**src/dram_config.svh**
```systemverilog
`ifndef DRAM_CONFIG_SVH
`define DRAM_CONFIG_SVH

// channel count and channel byte-address width
`define DRAM_NUM_CH 2
`define DRAM_ADDR_W 16

// data word and byte mask
`define DRAM_DATA_W 32
`define DRAM_MASK_W (`DRAM_DATA_W / 8)
`define DRAM_OFFSET_W 2

// word address split: col, then bank, row takes the rest
`define DRAM_COL_W 4
`define DRAM_BANK_W 2
`define DRAM_ROW_W (`DRAM_ADDR_W - `DRAM_OFFSET_W - `DRAM_COL_W - `DRAM_BANK_W)

// access latencies in cycles
`define DRAM_T_HIT 4
`define DRAM_T_MISS 10

`define DRAM_QUEUE_DEPTH 4
`define DRAM_CNT_W 16
`define DRAM_CYC_W 32

`endif

```
**src/dram_pkg.sv**
```systemverilog
`default_nettype none

`include "dram_config.svh"

package dram_pkg;

  typedef struct packed {
    logic                     wnr;
    logic [`DRAM_ADDR_W-1:0]  addr;
    logic [`DRAM_DATA_W-1:0]  data;
    logic [`DRAM_MASK_W-1:0]  mask;
  } dram_req_t;

  typedef struct packed {
    logic [`DRAM_ROW_W-1:0]   row;
    logic [`DRAM_BANK_W-1:0]  bank;
    logic [`DRAM_COL_W-1:0]   col;
  } dram_loc_t;

  typedef struct packed {
    logic                     wnr;
    logic [`DRAM_ADDR_W-1:0]  addr;
  } dram_done_t;

  typedef struct packed {
    logic [`DRAM_CNT_W-1:0]   reads;
    logic [`DRAM_CNT_W-1:0]   writes;
    logic [`DRAM_CNT_W-1:0]   hits;
  } dram_stats_t;

  typedef enum logic {
    e_bank_closed,
    e_bank_open
  } bank_state_e;

  // byte offset dropped, col sits lowest in the word address
  function automatic dram_loc_t dram_decode(input logic [`DRAM_ADDR_W-1:0] addr);
    dram_loc_t loc;
    loc.col  = addr[`DRAM_OFFSET_W +: `DRAM_COL_W];
    loc.bank = addr[`DRAM_OFFSET_W + `DRAM_COL_W +: `DRAM_BANK_W];
    loc.row  = addr[`DRAM_ADDR_W-1 -: `DRAM_ROW_W];
    return loc;
  endfunction

endpackage

`default_nettype wire

```
**src/dram_channel_timing.sv**
```systemverilog
`timescale 1ns/1ns
`default_nettype none

`include "dram_config.svh"

module dram_channel_timing
  import dram_pkg::*;
  (
  input  logic       clk_i,
  input  logic       reset_i,
  input  logic       v_i,
  input  logic       data_v_i,
  input  dram_req_t  req_i,
  output logic       yumi_o,
  output logic       hit_o,
  output logic       done_v_o,
  output dram_done_t done_o
);

  localparam int NUM_BANKS = 1 << `DRAM_BANK_W;
  localparam int DEPTH     = `DRAM_QUEUE_DEPTH;
  localparam int QPTR_W    = $clog2(DEPTH);
  localparam int QCNT_W    = $clog2(DEPTH + 1);

  dram_loc_t               loc;
  logic                    full;
  logic                    push;
  logic                    pop;
  logic [`DRAM_CYC_W-1:0]  lat;
  logic [`DRAM_CYC_W-1:0]  due_at;
  logic [`DRAM_CYC_W-1:0]  cycle_r;
  logic [`DRAM_CYC_W-1:0]  last_due_r;

  bank_state_e             bank_state_r [NUM_BANKS];
  logic [`DRAM_ROW_W-1:0]  open_row_r [NUM_BANKS];

  dram_done_t              q_done_r [DEPTH];
  logic [`DRAM_CYC_W-1:0]  q_due_r [DEPTH];
  logic [QPTR_W-1:0]       wr_ptr_r;
  logic [QPTR_W-1:0]       rd_ptr_r;
  logic [QCNT_W-1:0]       count_r;

  assign loc   = dram_decode(req_i.addr);
  assign hit_o = (bank_state_r[loc.bank] == e_bank_open) && (open_row_r[loc.bank] == loc.row);

  // writes also wait for their data
  assign full   = (count_r == QCNT_W'(DEPTH));
  assign yumi_o = v_i & ~full & (~req_i.wnr | data_v_i);
  assign push   = yumi_o;

  assign lat = hit_o ? `DRAM_CYC_W'(`DRAM_T_HIT) : `DRAM_CYC_W'(`DRAM_T_MISS);

  // keep completions strictly ordered, one per cycle
  always_comb begin
    due_at = cycle_r + lat;
    if (last_due_r + 1'b1 > due_at) begin
      due_at = last_due_r + 1'b1;
    end
  end

  assign done_v_o = (count_r != '0) && (q_due_r[rd_ptr_r] == cycle_r);
  assign done_o   = q_done_r[rd_ptr_r];
  assign pop      = done_v_o;

  always_ff @(posedge clk_i) begin
    if (reset_i) begin
      cycle_r    <= '0;
      last_due_r <= '0;
      wr_ptr_r   <= '0;
      rd_ptr_r   <= '0;
      count_r    <= '0;
      for (int b = 0; b < NUM_BANKS; b++) begin
        bank_state_r[b] <= e_bank_closed;
      end
    end else begin
      cycle_r <= cycle_r + 1'b1;
      if (push) begin
        last_due_r             <= due_at;
        bank_state_r[loc.bank] <= e_bank_open;
        wr_ptr_r <= (wr_ptr_r == QPTR_W'(DEPTH - 1)) ? '0 : wr_ptr_r + 1'b1;
      end
      if (pop) begin
        rd_ptr_r <= (rd_ptr_r == QPTR_W'(DEPTH - 1)) ? '0 : rd_ptr_r + 1'b1;
      end
      case ({push, pop})
        2'b10:   count_r <= count_r + 1'b1;
        2'b01:   count_r <= count_r - 1'b1;
        default: count_r <= count_r;
      endcase
    end
  end

  // queue payload and open rows, qualified by bank state
  always_ff @(posedge clk_i) begin
    if (push) begin
      open_row_r[loc.bank] <= loc.row;
      q_done_r[wr_ptr_r]   <= '{wnr: req_i.wnr, addr: req_i.addr};
      q_due_r[wr_ptr_r]    <= due_at;
    end
  end

  // a push into a full queue would break the pointer distance
  a_no_push_full: assert property (@(posedge clk_i) disable iff (reset_i)
    (count_r <= QCNT_W'(DEPTH)) &&
    ((int'(wr_ptr_r) - int'(rd_ptr_r) + DEPTH) % DEPTH == int'(count_r) % DEPTH));

  a_no_done_in_reset: assert property (@(posedge clk_i)
    (reset_i && $past(reset_i)) |-> !done_v_o);

  // a late head would never pop and would stall the channel
  a_head_not_late: assert property (@(posedge clk_i) disable iff (reset_i)
    (count_r != '0) |-> (q_due_r[rd_ptr_r] >= cycle_r));

endmodule

`default_nettype wire

```
**config.mk**
```make
export PLATFORM = sky130hd
export DESIGN_NAME = dram_channel_timing
export DESIGN_NICKNAME = d
export VERILOG_FILES = /design/src/dram_pkg.sv /design/src/dram_channel_timing.sv
export VERILOG_INCLUDE_DIRS = /design/src
export SDC_FILE = /design/constraint.sdc
export NUM_CORES = 1
export LEC_CHECK = 0
export BUFFER_PORTS_ARGS = -buffer_cell sky130_fd_sc_hd__buf_2
export CAP_MARGIN = 30
export CELL_PAD_IN_SITES_DETAIL_PLACEMENT = 1
export CELL_PAD_IN_SITES_GLOBAL_PLACEMENT = 1
export CORE_ASPECT_RATIO = 0.9
export CORE_UTILIZATION = 50
export CTS_CLUSTER_DIAMETER = 40
export DETAILED_ROUTE_END_ITERATION = 10
export PLACE_DENSITY_LB_ADDON = 0.2
export SLEW_MARGIN = 15
export SYNTH_ARGS = -nofsm -noshare
export SYNTH_HDL_FRONTEND = slang
export SYNTH_SLANG_ARGS = --single-unit
```
**constraint.sdc**
```tcl
create_clock -name clk_i -period 9.6 [get_ports clk_i]
set_input_delay 0.96 -clock clk_i [delete_from_list [all_inputs] [get_ports clk_i]]
set_output_delay 0.96 -clock clk_i [all_outputs]
set_load 0.05 [all_outputs]
```
Word level (Yosys, flattened, before mapping) --
Memories as Yosys holds them, arrays and structs flattened. A register that Yosys moved wholly into a read port is not among the register bits. Cells that the tools add are included.
Word-level totals: bits in registers 71, bits in writable memories 232, input bits 57, output and inout bits 20, logic and storage cells 52, memories 4
Operators by class: $add $sub $neg 7, $lt $le $gt $ge 1, eq/ne operators 7, mux-type cells 18, bitwise operators 5, reductions and logical operators 5
Memory list:
- q_due_r | depth 4, bits a word 32, read ports 1, clocked after memory_dff 1, wr ports 1, line dram_channel_timing.sv:38 | logic [`DRAM_CYC_W-1:0] q_due_r [DEPTH];
- q_done_r | depth 4, bits a word 17, read ports 1, clocked after memory_dff 1, wr ports 1, line dram_channel_timing.sv:37 | dram_done_t q_done_r [DEPTH];
- open_row_r | depth 4, bits a word 8, read ports 1, clocked after memory_dff 0, wr ports 1, line dram_channel_timing.sv:35 | logic [`DRAM_ROW_W-1:0] open_row_r [NUM_BANKS];
- bank_state_r | depth 4, bits a word 1, read ports 1, clocked after memory_dff 0, wr ports 4, line dram_channel_timing.sv:34 | bank_state_e bank_state_r [NUM_BANKS];
Operator list (number):
- 32-bit by 1-bit adder with 32-bit output (second input constant) | 2
- 32-bit by 4-bit adder with 32-bit output | 1
- 32-bit equality test | 1
- 32-bit > comparator | 1
- 32-bit two-way mux | 1
- 2-bit two-way mux | 7
- 8-bit equality test | 1
- 1-bit two-way mux | 8
- 2-bit equality test (second input constant) | 3
- 3-bit one-hot mux with 2 select lines | 1
- 2-bit by 1-bit adder with 2-bit output (second input constant) | 2
- 4-bit two-way mux | 1
- 3-bit by 1-bit adder with 3-bit output (second input constant) | 1
- 3-bit equality test (second input constant) | 1
- 3-bit nonzero test | 1
- 3-bit by 1-bit subtractor with 3-bit output (second input constant) | 1
- 1-bit bitwise AND | 2
- 2-bit by 1-bit equality test with 1-bit output (second input constant) | 1
- 1-bit logical AND | 2
- 1-bit NOT | 2
- 2-bit nonzero test | 1
- 1-bit OR | 1
- 1-bit OR reduction | 1

Logic depth before layout (Yosys ltp) --
Gate-level depths: netlist (run 1).
depth after elaboration 9, mapped depth 24, depth with buffers taken out 20

Worst setup path before layout (run 1) --
No wires, ideal clock.
kind input to register, from input port req_i[42] in the netlist's numbering, to memory q_due_r[0][0] in the netlist's numbering, data pin, library setup time 288 ps, arrival time 6148 ps, required time 9312 ps, setup slack 3164 ps, cell stages on the path 23, path buffers 4, cell sequence clkbuf_1 -> clkbuf_1 -> mux4_2 -> xnor2_1 -> nand4_1 -> nor2_1 -> nand2_1 -> inv_1 -> ha_1 -> a21o_1 -> a21o_1 -> nand3_1 -> nor2_1 -> xnor2_1 -> ha_1 -> nand4_1 -> nor4_1 -> and3_1 -> o22ai_1 -> nor2_1 -> clkbuf_1 -> clkbuf_1 -> o21ai_0
Between the ends: longest elaborated chain between the ends 7, elaborated cells on any way between the ends 8, those cells by class add/sub: 1; order compare: 1; eq/ne: 1; mux: 2; reduce/logical: 1; memory: 2
Ends and longest elaborated chain:
- start, declared | line dram_channel_timing.sv:13 | input dram_req_t req_i,
- memory 4 x 8 bit
- 8-bit equality test | line dram_channel_timing.sv:44 | assign hit_o = (bank_state_r[loc.bank] == e_bank_open) && (open_row_r[loc.bank] == loc.row);
- 1-bit logical AND * | line dram_channel_timing.sv:44
- named net hit_o | line dram_channel_timing.sv:15 | output logic hit_o,
- 4-bit two-way mux * | line dram_channel_timing.sv:51 | assign lat = hit_o ? `DRAM_CYC_W'(`DRAM_T_HIT) : `DRAM_CYC_W'(`DRAM_T_MISS);
- 32-bit by 4-bit adder with 32-bit output * | line dram_channel_timing.sv:55 | due_at = cycle_r + lat;
- 32-bit > comparator * | line dram_channel_timing.sv:56 | if (last_due_r + 1'b1 > due_at) begin
- 32-bit two-way mux * | line dram_channel_timing.sv:56
- named net due_at[0] | line dram_channel_timing.sv:30 | logic [`DRAM_CYC_W-1:0] due_at;
- end, declared | line dram_channel_timing.sv:38
Mark *: on every way through the listed nets, which the timed path passes. The rest lies on a longest branch.

Worst setup path after layout (run 1) --
from input port req_i[42] in the netlist's numbering, to memory q_due_r[2][25] in the netlist's numbering, data pin
Between the ends: longest elaborated chain between the ends 7, elaborated cells on any way between the ends 8, those cells by class add/sub: 1; order compare: 1; eq/ne: 1; mux: 2; reduce/logical: 1; memory: 2
Ends and longest elaborated chain (line):
- memory 4 x 8 bit
- 8-bit equality test | dram_channel_timing.sv:44
- 1-bit logical AND * | dram_channel_timing.sv:44
- 4-bit two-way mux * | dram_channel_timing.sv:51
- 32-bit by 4-bit adder with 32-bit output * | dram_channel_timing.sv:55
- 32-bit > comparator | dram_channel_timing.sv:56
- 32-bit two-way mux * | dram_channel_timing.sv:56
- named net due_at[25] | dram_channel_timing.sv:30
Marks and branches as above.

==> results of run 1 <==
-- final cells by class --
type	count	area [sq um]
Fill cell	2730	11700
Sequential cell	305	8440
Multi-Input combinational cell	702	5630
Clock buffer	51	1160
Tap cell	360	450
Clock inverter	24	348
Timing Repair Buffer	54	333
Inverter	41	154
-- metal layers --
metal,wire length [microns],global-route usage,share of wire
met1,17300,0.363,0.47
met2,17200,0.411,0.47
met3,1640,0.0348,0.044
met4,778,0.0713,0.021
met5,0,0,0
-- cells in the final DEF, fill, tap and decap left out, types with 4 or more instances in the layout --
cell type  count
mux4_1         7
nor3_1        19
inv_1         41
a221oi_1       6
nand3_1       33
o22ai_1        4
buf_4         12
or3_1         13
and2_1         5
and4_1         5
dfxtp_1       71
buf_2         40
inv_8          5
and2_2         4
a31oi_1        4
a32o_1         4
a21o_1        26
bufinv_16      7
mux2_2         4
xor2_1        38
nor2_1        84
mux4_2        40
and3_1        27
nand2_1       60
mux2i_1       46
nand2b_1       9
clkbuf_1       4
ha_1          43
edfxtp_1     232
o21ai_0       24
nand4_1       34
a21oi_1       34
clkbuf_16     44
or2_2          6
nor4_1         9
xnor2_1       77
-- worst max path at each step --
stage / startpoint / to / slack, ps / depth (start not counted)
global route: req_i[42] / q_due_r[2][25] / 1910 / 23
finish: req_i[42] / q_due_r[2][25] / 2330 / 23
CTS: req_i[42] / q_due_r[0][25] / 2300 / 23
global placement: req_i[42] / q_due_r[0][31] / 1780 / 21
floorplan: req_i[42] / q_due_r[0][0] / 3160 / 23
detailed placement: req_i[42] / q_due_r[1][25] / 1900 / 23
-- power by group --
group          switching, mW  internal [mW]
combinational          0.173         0.0911
sequential            0.0173           1.47
clock                  0.589           1.06
total                  0.779           2.62
-- critical path: stages --
cell	delay (ps)
buf_2	390
mux4_2	580
xnor2_1	270
nand4_1	140
nor2_1	150
nand2_1	220
ha_1	300
fa_1	410
a21o_1	230
and2_1	180
nand4_1	230
nor3_1	120
xnor2_1	280
ha_1	310
a21oi_1	140
o21ai_0	140
a221oi_1	530
o22ai_1	300
nor2_4	600
buf_16	240
buf_4	250
nor2_1	90
a21oi_1	440
-- flip-flops by register name, summed over array words and instances (netlist names), named ones only --
signal        cells
bank_state_r      4
open_row_r       32
q_done_r         68
wr_ptr_r          2
q_due_r         128
rd_ptr_r          2
last_due_r       32
count_r           3
cycle_r          32
-- synthesized netlist by cell type (3+ instances only) --
cell         n  area, sq um
nand2_1     60          225
and3_1      27          169
clkbuf_1    44          165
xor2_1      38          333
and2_1       9         56.3
inv_1       41          154
a32o_1       4         40.0
mux2_2       4         45.0
o2bb2ai_1    3         26.3
a221oi_1     6         52.6
mux4_2      40          901
nand4_1     34          213
a211oi_1     3         22.5
a21o_1      26          195
ha_1        43          538
dfxtp_1     73         1460
o21ai_0     24          120
nor3_1      19         95.1
xnor2_1     77          674
buf_2        8         40.0
and4_1       5         43.8
buf_1        9         33.8
or2_2        6         37.5
or3_1       13         81.3
nand3_1     33          165
nand2b_1     9         56.3
nor4_1       9         56.3
mux2i_1     46          460
a31oi_1      4         25.0
edfxtp_1   232         6970
o22ai_1      4         25.0
mux4_1       7          184
a21oi_1     34          170
nor2_1      85          319
-- logic make-up (layout without fill, tap and decap cells) --
kind of cell / count (synthesis) / count (layout)
AO/OA/AOI/OAI: 127 / 127
XOR/XNOR: 115 / 115
adder cells (fa/ha/maj): 45 / 45
buffers and inverters: 103 / 170
flip-flops: 305 / 305
multiplexers: 97 / 97
AND/OR/NAND/NOR: 318 / 318
-- through the flow --
step	util	std cells	total power, mW	hold slack [ps]
floorplan	-	1110	1.69	468
global placement	0.531	1460	1.76	477
detailed placement	0.533	1462	1.78	494
CTS	0.586	1537	3.43	502
global route	0.586	1537	3.49	516
finish	0.586	1537	3.40	502
==> results.toml, run 1 <==
[detailed_routing]
drc = 0
vias = 9254
drt-initial-drc-count = 720
postRouteAntennaNets = 0
wl_per_cell_microns = 24.0
drt_first_pass_iters = 5
drt-total-wl_mm = 36.9
vias_per_cell = 6.02

[clocking]
clk_latency_ps = 530
cts.clk_slew.worst_paths_ps = 60
cts_root_buffer = "clkbuf_16"
cts_inserted_buffers = 42
cts_tree = "done"
cts_setup_buffers = 0
htreeDepth = 2
clockBufferDepth = 3
cts_hold_buf = 0
cts_resized = 0
clock-sinks = 305

[final_layout]
synthToLayoutAreaGrowth_pct = 14.2
design_area_sq_um = 16500
antenna_cells = 0
drive_gt1_frac = 0.155
nets = 1248

[yosys]
synthCells = 1110
synth_warnings = 0
synth_compound_area_frac = 0.0585
synth_top_family_by_area = "simple AND/OR/NAND/NOR gates"
synthesis.area_sq_um = 14400
synth_edf_count = 232
synth-xor-area-share = 0.0697
synthFlopType = "edfxtp_1"
avgSynthCellArea_sq_um = 13.0
muxShareOfSynthArea = 0.110
synth.yosys.seq_area_share = 0.583
synth_fp_nets = 1212
synth_async_sr_flop_share = 0
ys_ff_latch = 305
yosys.area_share.adder = 0.0400
synth_cell_type_count = 57
synth_simple_gate_area_frac = 0.110

[setup_path]
worstPathArrival_ps = 7520
rr_worst_depth = 22
cp.required_ps = 9850
cp-start-kind = "input port"
path_class = "input port to flop"
r2r-end = "q_due_r[2][25]"
end_kind = "flop"
r2r_slack_ps = 2870
r2r-start = "open_row_r[3][5]"
critPathMaxFanout = 20

[timing]
slew_violations = 0
period_needed_ps = 7270
period_share = 0.758
grt_setup_unrepaired = "no"
finalSetupTns_ps = 0
fmax_ghz = 0.137
finClkSkew_ps = 22.1
tightest_slew_ps = 859
max-slew-margin-rel = 0.428
fin_ws_ps = 2330
finalHoldViolCount = 0
finalSetupViolCount = 0

[global_route]
grt_overflow = 0
antenna_found_initial = 0
grt_first_pass_wirelength_mm = 56.5
grt_use_total = 0.255
grt_max_degree = 51
grt_pass1_vias = 9728

[floorplanning]
core-area_sq_um = 28200
num_rows = 58
die_h_microns = 163
io_pins = 77
die_w_microns = 181
start_util = 0.513
die_area_sq_um = 29600

[pwr]
vdd_drop_max_mv = 0.150
p_leak_nw = 6.04
cellPowerDensity_nw_per_um2 = 206

[min_path]
hp-start = "rd_ptr_r[1]"
hold_depth = 2
hold_path.class = "flop to flop"

[placement]
postPlaceCellArea_sq_um = 15000
dp_slack_ps = 1900
port_buffers = 40
place_congestion = 0.882
dp_hpwl_mm = 25.0

[outcome]
outcome = "completed"

[run]
cap_violations = 0
No activity file was read; power rests on OpenSTA's default activity.
==> run 2, diff against run 1 <==
--- a/config.mk
+++ b/config.mk
@@ -11,7 +11,7 @@
 export CELL_PAD_IN_SITES_DETAIL_PLACEMENT = 1
 export CELL_PAD_IN_SITES_GLOBAL_PLACEMENT = 1
 export CORE_ASPECT_RATIO = 0.9
-export CORE_UTILIZATION = 50
+export CORE_UTILIZATION = 46
 export CTS_CLUSTER_DIAMETER = 40
 export DETAILED_ROUTE_END_ITERATION = 10
 export PLACE_DENSITY_LB_ADDON = 0.2
==> constraint.sdc (replaced) <==
create_clock -name clk_i -period 6.3 [get_ports clk_i]
set_input_delay 0.63 -clock clk_i [delete_from_list [all_inputs] [get_ports clk_i]]
set_output_delay 0.63 -clock clk_i [all_outputs]
set_load 0.05 [all_outputs]
==> results.toml, run 2 (synthesized netlist as in run 1, its figures left out) <==
[timing]
period_needed_ps = 6030
slew_violations = 0
max-slew-margin-rel = 0.422
fin_ws_ps = 270
fmax_ghz = 0.166
finalHoldViolCount = 0
period_share = 0.957
finClkSkew_ps = 18.2
finalSetupViolCount = 0
grt_setup_unrepaired = "no"
holdWs_ps = 319
tightest_slew_ps = 864

[setup_path]
cp.required_ps = 6540
crit_chain = "buf_2 -> mux4_2 -> xnor2_1 -> nand4_1 -> nor2_1 -> nand2_1 -> ha_1 -> fa_1 -> a21o_1 -> and2_1 -> nand4_1 -> buf_4 -> nor3_1 -> xnor2_1 -> ha_1 -> nand4_1 -> nor3_1 -> buf_4 -> and3_1 -> o22ai_1 -> buf_4 -> nor2_4 -> buf_12 -> mux2i_1"
cp-start-kind = "input port"
cpPeakStageDelay_ps = 560
worstPathArrival_ps = 6270
critPathSlowestCell = "mux4_2"
crit_cells = 24
crit_family = "simple AND/OR/NAND/NOR gates"
cp_num_buf_inv = 5
rr_worst_depth = 23
critPathMaxFanout = 13
end_kind = "flop"
path_class = "input port to flop"

[pwr]
cellPowerDensity_nw_per_um2 = 294
pwr-share-clk = 0.449
combPwrFrac = 0.093
p_leak_nw = 6.23
total_power_mw = 4.96
internal-power_mw = 3.75
vdd_drop_max_mv = 0.262
p_sw_frac = 0.244
switching_power_mw = 1.21
p_seq_frac = 0.458

[detailed_routing]
drt_first_pass_iters = 4
drt-total-wl_mm = 37.2
postRouteAntennaNets = 0
wl_met3_mm = 1.47
vias = 9333
drt-initial-drc-count = 595
top_layer = "met4"
dr_wl_met2_mm = 17.4
vias_per_cell = 5.70
drc = 0
wl_per_cell_microns = 22.7
met1_length_mm = 17.8

[outcome]
outcome = "completed"

[clocking]
cts_hold_buf = 0
cts_inserted_buffers = 40
cts_tree = "done"
clk_latency_ps = 530
cts_root_buffer = "clkbuf_16"
htreeDepth = 2
cts.clk_slew.worst_paths_ps = 60
clockBufferDepth = 3
clock-sinks = 305

[final_layout]
largest_reg_flops = 128
antenna_cells = 0
synthToLayoutAreaGrowth_pct = 16.6
multiInputGateArea_sq_um = 5640
fillers = 3073
nets = 1302
layout_commonest_cell = "edfxtp_1"
top_regs = "q_due_r: 128 flops, q_done_r: 68 flops"
layout_common_cells = "edfxtp_1, nor2_1, xnor2_1, dfxtp_1, buf_4"
seq_area_sq_um = 8440
top_register = "q_due_r"
drive_gt1_frac = 0.193

[run]
cap_violations = 0

[floorplanning]
start_util = 0.467
die_area_sq_um = 32100
core-area_sq_um = 30900
die_h_microns = 170
num_rows = 61
io_pins = 77
die_w_microns = 189

[placement]
dp_hpwl_mm = 25.6
dp_slack_ps = -313
port_buffers = 40
place_congestion = 0.845

[global_route]
grt_max_degree = 51
antenna_found_initial = 0
grt_pass1_vias = 9744
grt_use_total = 0.237
grt_first_pass_wirelength_mm = 57.3
grt_overflow = 0

[min_path]
hold_depth = 1
hold_path.class = "input port to flop"
[run 2: cell count changes in the layout (fill, tap and decap cells not counted), sizes merged]
cell	before	now
bufinv	7	2
buf	54	110
clkinv	5	11
inv	50	51
clkbuf	51	45
[run 2: worst register-to-register path, stage by stage, from the launching register on]
cell	delay [ps]
edfxtp_1	370
mux4_2	490
xnor2_1	180
nand4_1	140
nor2_1	190
nand2_1	250
ha_1	320
fa_1	390
a21o_1	220
and2_1	160
nand4_1	210
buf_4	160
nor3_1	50
xnor2_1	180
ha_1	340
nand4_1	110
nor3_1	310
buf_4	180
and3_1	140
o22ai_1	80
buf_4	170
nor2_4	290
buf_12	170
mux2i_1	540
[run 2: worst paths after layout]
kind | from | to | slack, ps
hold / removal | req_i[36] | q_done_r[2][0] | 320
setup reg to reg | open_row_r[3][2] | q_due_r[1][7] | 390
setup / recovery | req_i[42] | q_due_r[1][7] | 270
hold reg to reg | last_due_r[29] | last_due_r[29] | 500
[run 2: cell type report]
cell class,count,area share
clock inverter,26,0.0157
clock buffer,45,0.0624
inverter,41,0.00913
timing repair buffer,110,0.0472
multi-input combinational,702,0.335
tap,409,0.0304
sequential,305,0.501
[run 2: timing repair]
action | 4_1_cts | 5_1_grt
setup buffers | 0 | 0
gates resized for setup | 0 | 2
endpoints found under the setup margin | 0 | 23
[run 2: per-layer routing]
| layer | track usage | vias to the layer above |
|---|---|---|
| met5 | 0 | - |
| met4 | 0.0568 | 0 |
| met3 | 0.0379 | 45 |
| met2 | 0.380 | 178 |
| met1 | 0.337 | 4772 |
| li1 | - | 4338 |
[run 2: per-stage QoR]
stage / util / std cells / area [sq um] / setup TNS, ps
finish: 0.545 / 1638 / 16800 / 0
global route: 0.545 / 1638 / 16800 / 0
CTS: 0.544 / 1637 / 16800 / 0
detailed placement: 0.501 / 1566 / 15500 / -23550
global placement: 0.501 / 1566 / 15500 / -7400
floorplan: - / 1110 / 14400 / 0
[run 2: power groups by stage]
| stage | clock network, mW | logic [mW] | registers [mW] |
|---|---|---|---|
| 2_1_floorplan | 0 | 0.263 | 2.31 |
| 3_3_place_gp | 0 | 0.443 | 2.31 |
| 3_5_place_dp | 0 | 0.455 | 2.31 |
| 4_1_cts | 2.26 | 0.460 | 2.27 |
| 5_1_grt | 2.33 | 0.491 | 2.28 |
| 6_report | 2.22 | 0.460 | 2.27 |
==> run 3, diff against run 2 <==
--- a/config.mk
+++ b/config.mk
@@ -6,7 +6,7 @@
 export SDC_FILE = /design/constraint.sdc
 export NUM_CORES = 1
 export LEC_CHECK = 0
-export BUFFER_PORTS_ARGS = -buffer_cell sky130_fd_sc_hd__buf_2
+export BUFFER_PORTS_ARGS = -buffer_cell sky130_fd_sc_hd__buf_4
 export CAP_MARGIN = 30
 export CELL_PAD_IN_SITES_DETAIL_PLACEMENT = 1
 export CELL_PAD_IN_SITES_GLOBAL_PLACEMENT = 1
==> results.toml, run 3 (synthesized netlist as in run 1, its figures left out) <==
[min_path]
hold_path.class = "input port to flop"

[final_layout]
multiInputGateArea_sq_um = 5630
seq_area_sq_um = 8440
nets = 1302
design_area_sq_um = 17100
final_util = 0.554
antenna_cells = 0
fillers = 3046
layout_common_cells = "edfxtp_1, buf_4, nor2_1, xnor2_1, dfxtp_1"
synthToLayoutAreaGrowth_pct = 18.5
top_regs = "q_due_r: 128 flops, q_done_r: 68 flops"
drive_gt1_frac = 0.194
layout_commonest_cell = "edfxtp_1"
largest_reg_flops = 128
top_register = "q_due_r"
final-instance-count-excl-fill = 1645

[floorplanning]
die_h_microns = 170
die_w_microns = 189
start_util = 0.467
die_area_sq_um = 32100
core-area_sq_um = 30900
num_rows = 61
io_pins = 77

[clocking]
clockBufferDepth = 3
cts_hold_buf = 0
cts.clk_slew.worst_paths_ps = 60
cts_root_buffer = "clkbuf_16"
clk_latency_ps = 540
cts_tree = "done"
clock-sinks = 305
cts_inserted_buffers = 44
cts_resized = 0
htreeDepth = 2
cts_setup_buffers = 0

[timing]
tightest_slew_ps = 938
period_needed_ps = 5950
finalSetupViolCount = 0
slew_violations = 0
fin_ws_ps = 352
holdWs_ps = 286
finalHoldViolCount = 0
fmax_ghz = 0.168
period_share = 0.944
finalSetupTns_ps = 0
finClkSkew_ps = 19.2
grt_setup_unrepaired = "no"
max-slew-margin-rel = 0.375

[setup_path]
r2r_slack_ps = 400
cpPeakStageDelay_ps = 660
cpMostUsedCell = "buf_4"
path_class = "input port to flop"
crit_chain = "buf_4 -> mux4_2 -> xnor2_1 -> nand4_1 -> nor2_1 -> nand2_1 -> ha_1 -> fa_1 -> a21o_1 -> and2_1 -> nand4_1 -> buf_4 -> buf_4 -> xor2_1 -> ha_1 -> a21oi_1 -> o21ai_0 -> a221oi_1 -> o22ai_1 -> nor2_4 -> mux2i_1"
cp-start-kind = "input port"
critPathMaxFanout = 17
worstPathArrival_ps = 6180
end_kind = "flop"
crit_family = "multiplexers"
cp_num_buf_inv = 3
cp.required_ps = 6540
critPathSlowestCell = "mux2i_1"

[detailed_routing]
drt_first_pass_iters = 5
vias = 9391
drt-total-wl_mm = 37.2
vias_per_cell = 5.71
postRouteAntennaNets = 0
drc = 0
wl_per_cell_microns = 22.6
drt-initial-drc-count = 560

[placement]
dp_hpwl_mm = 25.6
port_buffers = 40
place_congestion = 0.822
postPlaceCellArea_sq_um = 15600
dp.cells = 1563
dp_slack_ps = -105

[global_route]
grt_overflow = 0
grt_max_degree = 51
grt_pass1_vias = 9588
antenna_found_initial = 1
grt_use_total = 0.237
grt_first_pass_wirelength_mm = 57.3

[pwr]
total_power_mw = 5.25
vdd_drop_max_mv = 0.257
p_leak_nw = 6.36
cellPowerDensity_nw_per_um2 = 307

[outcome]
outcome = "completed"

[run]
cap_violations = 0
[run 3: changes by cell type in the layout (fill, tap and decap cells not counted), sizes merged]
cell,previous run,this run
inv,51,54
clkinvlp,3,4
clkbuf,45,53
clkinv,11,8
bufinv,2,4
buf,110,106
[run 3: final timing paths]
| path | endpoint | startpoint | cells past startpoint |
|---|---|---|---|
| worst min-delay path | q_done_r[3][0] | req_i[36] | 1 |
| worst max register to register | q_due_r[1][15] | open_row_r[3][0] | 20 |
| worst max-delay path | q_due_r[1][15] | req_i[42] | 21 |
| worst min register to register | wr_ptr_r[1] | wr_ptr_r[1] | 2 |
[run 3: where the power goes]
group | leakage (nW) | internal, mW | switching [mW] | total [mW]
clock network | 0.735 | 1.54 | 0.955 | 2.50
registers | 2.75 | 2.25 | 0.0274 | 2.27
logic | 2.88 | 0.202 | 0.275 | 0.478
[run 3: worst register-to-register path, delay by kind of cell, from the launching register on]
kind                       cells  cell delay (ps)
AOI/OAI and AO/OA              5             1090
xor gates and xnor gates       2              500
adders and majority gates      3             1020
buffers and inverters          2              250
DFF                            1              370
muxes                          2             1150
and+or+nand+nor                6             1200
[run 3: area by class of cell]
class,instances,share of cell area
flip-flops and latches,305,0.493
multi-input cells,702,0.329
clock inverters,29,0.0193
repair buffers,106,0.0513
well taps,409,0.0299
clock buffers,53,0.0693
inverters,41,0.00899
[run 3: per-layer routing]
layer  track usage  wire, microns
met4        0.0572            522
met3        0.0342           1610
met5             0              0
met1         0.344          17900
met2         0.374          17200
